File: src/hw/arb_params.svh
//////////////////////////////////////////////////////////////////////
// Arbiter configuration macros
// Requester count, mode select width and generator reset state
//////////////////////////////////////////////////////////////////////

`ifndef ARB_PARAMS_SVH
`define ARB_PARAMS_SVH

// Fixed by the arbitration logic, not a tuning knob
`define ARB_NREQ    4

`define ARB_MODE_W  3       // Mode select width

// Stage order is {s3, s2, s1}
`define ARB_PN_INIT 3'b001  // Only stage 1 set after reset

`endif

File: src/hw/arb_pkg.sv
//////////////////////////////////////////////////////////////////////
// Arbiter shared types
// Mode codes and the head-first priority pick
//////////////////////////////////////////////////////////////////////

`include "arb_params.svh"

package arb_pkg;

  // Codes 6 and 7 are left unused and give no grant
  typedef enum logic [`ARB_MODE_W-1:0] {
    MODE_P0   = 3'd0,  // Requester 0 first
    MODE_P1   = 3'd1,
    MODE_P2   = 3'd2,
    MODE_P3   = 3'd3,
    MODE_RR   = 3'd4,  // Round robin
    MODE_RAND = 3'd5   // Pseudo-random head
  } arb_mode_e;

  // Head wins if requesting, otherwise lowest index wins
  function automatic logic [`ARB_NREQ-1:0] pick_from_head(
    input logic [`ARB_NREQ-1:0] req,
    input logic [1:0]           head
  );
    logic [`ARB_NREQ-1:0] pick;
    pick = '0;
    if (req[head]) begin
      pick[head] = 1'b1;
    end else begin
      for (int i = 0; i < `ARB_NREQ; i++) begin
        if (req[i] && (pick == '0)) pick[i] = 1'b1;
      end
    end
    return pick;
  endfunction

endpackage

File: src/hw/pn_seq_gen.sv
//////////////////////////////////////////////////////////////////////
// Pseudo-noise sequence generator
// Three-stage LFSR, free running, 2-bit output with period 7
//////////////////////////////////////////////////////////////////////

`timescale 1ns/1ns

`include "arb_params.svh"

module pn_seq_gen (
  input  logic       clk,
  input  logic       rst_n,
  output logic [1:0] rand_val
);

  logic [2:0] pn_q;    // {s3, s2, s1}
  logic       fb;

  // Feedback into stage 1
  assign fb = pn_q[0] ^ pn_q[2];

  always_ff @(posedge clk or negedge rst_n) begin
    if (!rst_n) begin
      pn_q <= `ARB_PN_INIT;
    end else begin
      pn_q <= {pn_q[1], pn_q[0], fb};  // Shift s1 -> s2 -> s3
    end
  end

  // Output pair is {s3, s2}
  // Runs 0, 1, 3, 3, 2, 1, 2 from reset
  assign rand_val = pn_q[2:1];

endmodule

File: src/hw/static_grant.sv
//////////////////////////////////////////////////////////////////////
// Static grant candidates
// Fixed priority for each head requester plus round robin
//////////////////////////////////////////////////////////////////////

`timescale 1ns/1ns

`include "arb_params.svh"

module static_grant
  import arb_pkg::*;
(
  input  logic [`ARB_NREQ-1:0] req,
  input  logic [1:0]           rr_ptr,
  output logic [`ARB_NREQ-1:0] cand_p0,
  output logic [`ARB_NREQ-1:0] cand_p1,
  output logic [`ARB_NREQ-1:0] cand_p2,
  output logic [`ARB_NREQ-1:0] cand_p3,
  output logic [`ARB_NREQ-1:0] cand_rr
);

  // Fixed priority, one candidate per head
  assign cand_p0 = pick_from_head(req, 2'd0);
  assign cand_p1 = pick_from_head(req, 2'd1);
  assign cand_p2 = pick_from_head(req, 2'd2);
  assign cand_p3 = pick_from_head(req, 2'd3);

  // Round robin search
  // Starts one past the last winner and wraps around.
  // The last winner itself is only tried at the end, so it can
  // keep the grant when nobody else is asking.
  always_comb begin
    logic [1:0] idx;
    logic       found;
    cand_rr = '0;
    found   = 1'b0;
    for (int k = 1; k <= `ARB_NREQ; k++) begin
      idx = rr_ptr + k[1:0];  // 2-bit add wraps mod 4
      if (!found && req[idx]) begin
        cand_rr[idx] = 1'b1;
        found        = 1'b1;
      end
    end
  end

endmodule

File: src/hw/random_grant.sv
//////////////////////////////////////////////////////////////////////
// Random grant candidate
// Priority pick whose head rotates with the PN generator
//////////////////////////////////////////////////////////////////////

`timescale 1ns/1ns

`include "arb_params.svh"

module random_grant
  import arb_pkg::*;
(
  input  logic                 clk,
  input  logic                 rst_n,
  input  logic [`ARB_NREQ-1:0] req,
  output logic [`ARB_NREQ-1:0] cand_rand
);

  logic [1:0] rand_val;  // Current head requester

  // Free running, ignores mode and requests
  pn_seq_gen pn_seq_gen_inst (
    .clk      (clk),
    .rst_n    (rst_n),
    .rand_val (rand_val)
  );

  // Head from the generator, rest in ascending order
  assign cand_rand = pick_from_head(req, rand_val);

endmodule

File: src/hw/grant_select.sv
//////////////////////////////////////////////////////////////////////
// Grant selector
// Picks the candidate named by the mode and registers it as the
// grant, also returns the winner index as the round robin pointer
//////////////////////////////////////////////////////////////////////

`timescale 1ns/1ns

`include "arb_params.svh"

module grant_select
  import arb_pkg::*;
(
  input  logic                 clk,
  input  logic                 rst_n,
  input  arb_mode_e            arb_mode,
  input  logic [`ARB_NREQ-1:0] cand_p0,
  input  logic [`ARB_NREQ-1:0] cand_p1,
  input  logic [`ARB_NREQ-1:0] cand_p2,
  input  logic [`ARB_NREQ-1:0] cand_p3,
  input  logic [`ARB_NREQ-1:0] cand_rr,
  input  logic [`ARB_NREQ-1:0] cand_rand,
  output logic [`ARB_NREQ-1:0] gnt,
  output logic [1:0]           rr_ptr
);

  // New decision every cycle
  always_ff @(posedge clk or negedge rst_n) begin
    if (!rst_n) begin
      gnt <= '0;
    end else begin
      case (arb_mode)
        MODE_P0:   gnt <= cand_p0;
        MODE_P1:   gnt <= cand_p1;
        MODE_P2:   gnt <= cand_p2;
        MODE_P3:   gnt <= cand_p3;
        MODE_RR:   gnt <= cand_rr;
        MODE_RAND: gnt <= cand_rand;
        default:   gnt <= '0;  // Codes 6 and 7
      endcase
    end
  end

  // One-hot to index, zero grant maps to index 0
  assign rr_ptr = {gnt[3] | gnt[2], gnt[3] | gnt[1]};

endmodule

File: src/hw/arbiter_top.sv
//////////////////////////////////////////////////////////////////////
// Four-requester arbiter
// Six schemes, grant registered one cycle after the requests
//////////////////////////////////////////////////////////////////////

`timescale 1ns/1ns

`include "arb_params.svh"

module arbiter_top
  import arb_pkg::*;
(
  input  logic                   clk,
  input  logic                   rst_n,
  input  logic [`ARB_NREQ-1:0]   req,
  input  logic [`ARB_MODE_W-1:0] arb_mode,
  output logic [`ARB_NREQ-1:0]   gnt
);

  arb_mode_e            mode_sel;
  logic [`ARB_NREQ-1:0] cand_p0;
  logic [`ARB_NREQ-1:0] cand_p1;
  logic [`ARB_NREQ-1:0] cand_p2;
  logic [`ARB_NREQ-1:0] cand_p3;
  logic [`ARB_NREQ-1:0] cand_rr;
  logic [`ARB_NREQ-1:0] cand_rand;
  logic [1:0]           rr_ptr;    // Last winner index

  // Unused codes pass through and decode to no grant
  assign mode_sel = arb_mode_e'(arb_mode);

  static_grant static_grant_inst (
    .req     (req),
    .rr_ptr  (rr_ptr),
    .cand_p0 (cand_p0),
    .cand_p1 (cand_p1),
    .cand_p2 (cand_p2),
    .cand_p3 (cand_p3),
    .cand_rr (cand_rr)
  );

  random_grant random_grant_inst (
    .clk       (clk),
    .rst_n     (rst_n),
    .req       (req),
    .cand_rand (cand_rand)
  );

  grant_select grant_select_inst (
    .clk       (clk),
    .rst_n     (rst_n),
    .arb_mode  (mode_sel),
    .cand_p0   (cand_p0),
    .cand_p1   (cand_p1),
    .cand_p2   (cand_p2),
    .cand_p3   (cand_p3),
    .cand_rr   (cand_rr),
    .cand_rand (cand_rand),
    .gnt       (gnt),
    .rr_ptr    (rr_ptr)
  );

endmodule

File: config.mk
export PLATFORM = sky130hd
export DESIGN_NAME = arbiter_top
export DESIGN_NICKNAME = d
export VERILOG_FILES = /design/src/hw/arb_pkg.sv /design/src/hw/pn_seq_gen.sv /design/src/hw/static_grant.sv /design/src/hw/random_grant.sv /design/src/hw/grant_select.sv /design/src/hw/arbiter_top.sv
export VERILOG_INCLUDE_DIRS = /design/src /design/src/hw
export SDC_FILE = /design/constraint.sdc
export NUM_CORES = 1
export LEC_CHECK = 0
export BUFFER_PORTS_ARGS = -buffer_cell sky130_fd_sc_hd__buf_2
export CORE_MARGIN = 3
export CORE_UTILIZATION = 55
export CTS_CLUSTER_DIAMETER = 40
export DETAILED_ROUTE_END_ITERATION = 10
export GPL_TIMING_DRIVEN = 1
export PLACE_DENSITY_LB_ADDON = 0.08
export SLEW_MARGIN = 15
export SYNTH_ARGS = -nofsm -noshare
export SYNTH_HDL_FRONTEND = slang
export SYNTH_HIERARCHICAL = 1
export SYNTH_SLANG_ARGS = --single-unit
File: constraint.sdc
create_clock -name clk -period 4.1 [get_ports clk]
set_input_delay 0.41 -clock clk [delete_from_list [all_inputs] [get_ports clk]]
set_output_delay 0.41 -clock clk [all_outputs]
set_load 0.05 [all_outputs]
==> flow_summary.yaml <==
synth:
  yosys_warnings: 6
  synth.distinct_cells: 38
  avgSynthCellArea_um2: 9.17
  synth-edff-count: 0
  ys_ff_latch: 7
  synthArstFlopShare_pct: 100
  syn_area_um2: 1050
  synthCells: 115
  yosysSeqAreaShare_pct: 16.7
  synth_nets: 132
  synth-main-ff-cell: "dfrtp_1"
pwr:
  pwr-share-comb_pct: 54.1
  ir_worst_vdd_mv: 0.331
  pwr-share-seq_pct: 24.6
  pwr-share-clk_pct: 21.3
  p_sw_uw: 129
  swShare_pct: 42.4
  p_leak_nw: 0.469
  powerDensity_nw_per_um2: 283
  power.internal_uw: 175
worst_setup_path:
  cpMaxStageDelayCell: "mux4_1"
  crit_buf_inv: 1
  path_cells: "or2_2, inv_1, ha_1, mux4_1, nor4b_4, nand2_1, o211ai_1, mux2i_1, o21a_1, o221ai_1"
  critical_path.top_delay_family: "simple AND/OR/NAND/NOR gates"
  critPathLaunchType: "flop"
  arrival_ns: 2.97
  critPathKind: "flop to flop"
  end_kind: "flop"
  max_stage_delay_ns: 0.62
  cp_max_fo: 9
  crit_required_ns: 4.26
detailed_routing:
  via_per_inst: 5.96
  wl_per_cell_um: 14.9
  drt_iter0_markers: 11
  wl_um: 2110
  ant_nets: 0
  vias: 846
  route.detailed.drc: 0
  drtPass1Iterations: 4
global_route:
  overflow: 0
  grt_pass1_vias: 827
  antenna_found_initial: 0
  grt_usage_pct: 19.1
  grt_max_degree: 20
  grt_first_pass_wirelength_um: 3680
finish:
  fin_nets: 135
  n_fill_cell: 171
  final_common_cell: "buf_2"
  insertedDiodeCount: 0
  seq_area_um2: 176
  drive_above_1_share_pct: 22.2
  syn2layout_area_growth_pct: 2.13
  final_cell_mix: "buf_2 (12), inv_1 (8), ha_1 (8)"
  multi_input_area_um2: 742
timing:
  fmax_mhz: 356
  fin_crit_sh_pct: 68.5
  min_period_ns: 2.81
  fin_worst_skew_ns: 0.00334
  hold_viol_final: 0
  final_max_slew_viol_count: 0
  setup_viol: 0
  relSlewSlack_pct: 79.6
  worst_slew_pin_slew_ns: 0.306
  tns_ns: 0
  hold_ws_ns: 0.410
  rsz0062_at_grt: "no"
floorplanning:
  placeableCoreArea_um2: 1760
  initial_core_util_pct: 59.8
  die_y_um: 49.8
  fp.dieW_um: 49.8
  dieArea_um2: 2480
  boundaryPins: 13
  num_rows: 15
run:
  cap_violations: 0
cts:
  post_cts_buffers: 0
  tritoncts: "done"
  cts_max_path_buffers: 2
  clk_latency_ns: 0.26
  htreeDepth: 1
  numCtsBuffers: 3
  ctsResizeCount: 0
  path_clk_slew_ns: 0.06
  hold_buffers: 1
  clock-root-buffer: "clkbuf_4"
  cts_num_sinks: 7
hold_path:
  min_path_type: "flop to flop"
run_status:
  outcome: "completed"
placed_design:
  routabilityCongestion: 0.851
  io_buffers: 12
  post-dp-hpwl_um: 1470
==> cell families (layout without fill, tap and decap cells) <==
logic type | after synthesis | in the layout | share of synthesized area (%)
fa+ha+maj | 8 | 8 | 9.49
simple gates | 39 | 39 | 25.0
xor+xnor | 1 | 1 | 0.831
compound gates | 24 | 24 | 16.6
buf+inv | 23 | 25 | 12.9
mux | 13 | 13 | 18.4
flops | 7 | 7 | 16.7
==> power groups by stage <==
stage,sequential (mW),combinational [mW],clock [mW]
after floorplan,0.0910,0.124,0
after global placement,0.0761,0.160,0
after detailed placement,0.0761,0.163,0
after CTS,0.0750,0.164,0.0674
after global routing,0.0754,0.180,0.0717
final,0.0749,0.165,0.0649
==> cell type report <==
class	instances	share of cell area (%)
Multi-Input combinational cell	85	68.9
Sequential cell	7	16.4
Timing Repair Buffer	13	6.50
Tap cell	25	2.90
Inverter	8	2.79
Clock buffer	3	2.09
Clock inverter	1	0.465
==> state kept, by name (all words and copies together) (netlist names) <==
register,count
grant_select_inst/gnt,4
random_grant_inst/pn_seq_gen_inst/pn_q,3
==> Yosys cell counts (all sizes together), types with 4 or more instances <==
library cell  count  area (um2)
mux2i             7        70.1
o211ai            5        37.5
dfrtp             6         150
nor2b             6        37.5
nand2             6        22.5
nor3b             7        52.6
nor4b             4        50.1
mux4              4        97.6
ha                8         100
a21oi             7        35.0
buf              12        95.1
inv               8        30.0
==> path summary, 6_finish.rpt <==
kind                                                            from                                   endpoint  slack, ns  depth (start not counted)
setup / recovery                            grant_select_inst/gnt[3]                   grant_select_inst/gnt[1]       1.29                         10
hold / removal             random_grant_inst/pn_seq_gen_inst/pn_q[0]  random_grant_inst/pn_seq_gen_inst/pn_q[1]       0.41                          0
setup reg to reg                            grant_select_inst/gnt[3]                   grant_select_inst/gnt[1]       1.29                         10
hold reg to reg            random_grant_inst/pn_seq_gen_inst/pn_q[0]  random_grant_inst/pn_seq_gen_inst/pn_q[1]       0.41                          0
max in group asynchronous                                      rst_n  random_grant_inst/pn_seq_gen_inst/pn_q[0]       3.36                          2
min in group asynchronous                                      rst_n                   grant_select_inst/gnt[0]       0.51                          2
==> per-stage QoR <==
stage / instances / cell area, um2 / power (mW) / utilization (%) / worst slack [ns]
floorplan: 115 / 1050 / 0.215 / - / 1.24
global placement: 137 / 1040 / 0.236 / 58.9 / 1.35
detailed placement: 137 / 1040 / 0.239 / 58.9 / 1.29
CTS: 142 / 1080 / 0.306 / 61.1 / 1.27
global route: 142 / 1080 / 0.327 / 61.1 / 1.09
finish: 142 / 1080 / 0.304 / 61.1 / 1.29
==> layer usage <==
metal  vias to the layer above  global-route usage, %  share of wire (%)
li1                        417                      -                  -
met1                       404                   23.8                 44
met2                        17                   31.7                 50
met3                         8                   1.81                2.5
met4                         0                   11.1                3.0
met5                         -                      0                  0
(Power assumes the default switching activity.)
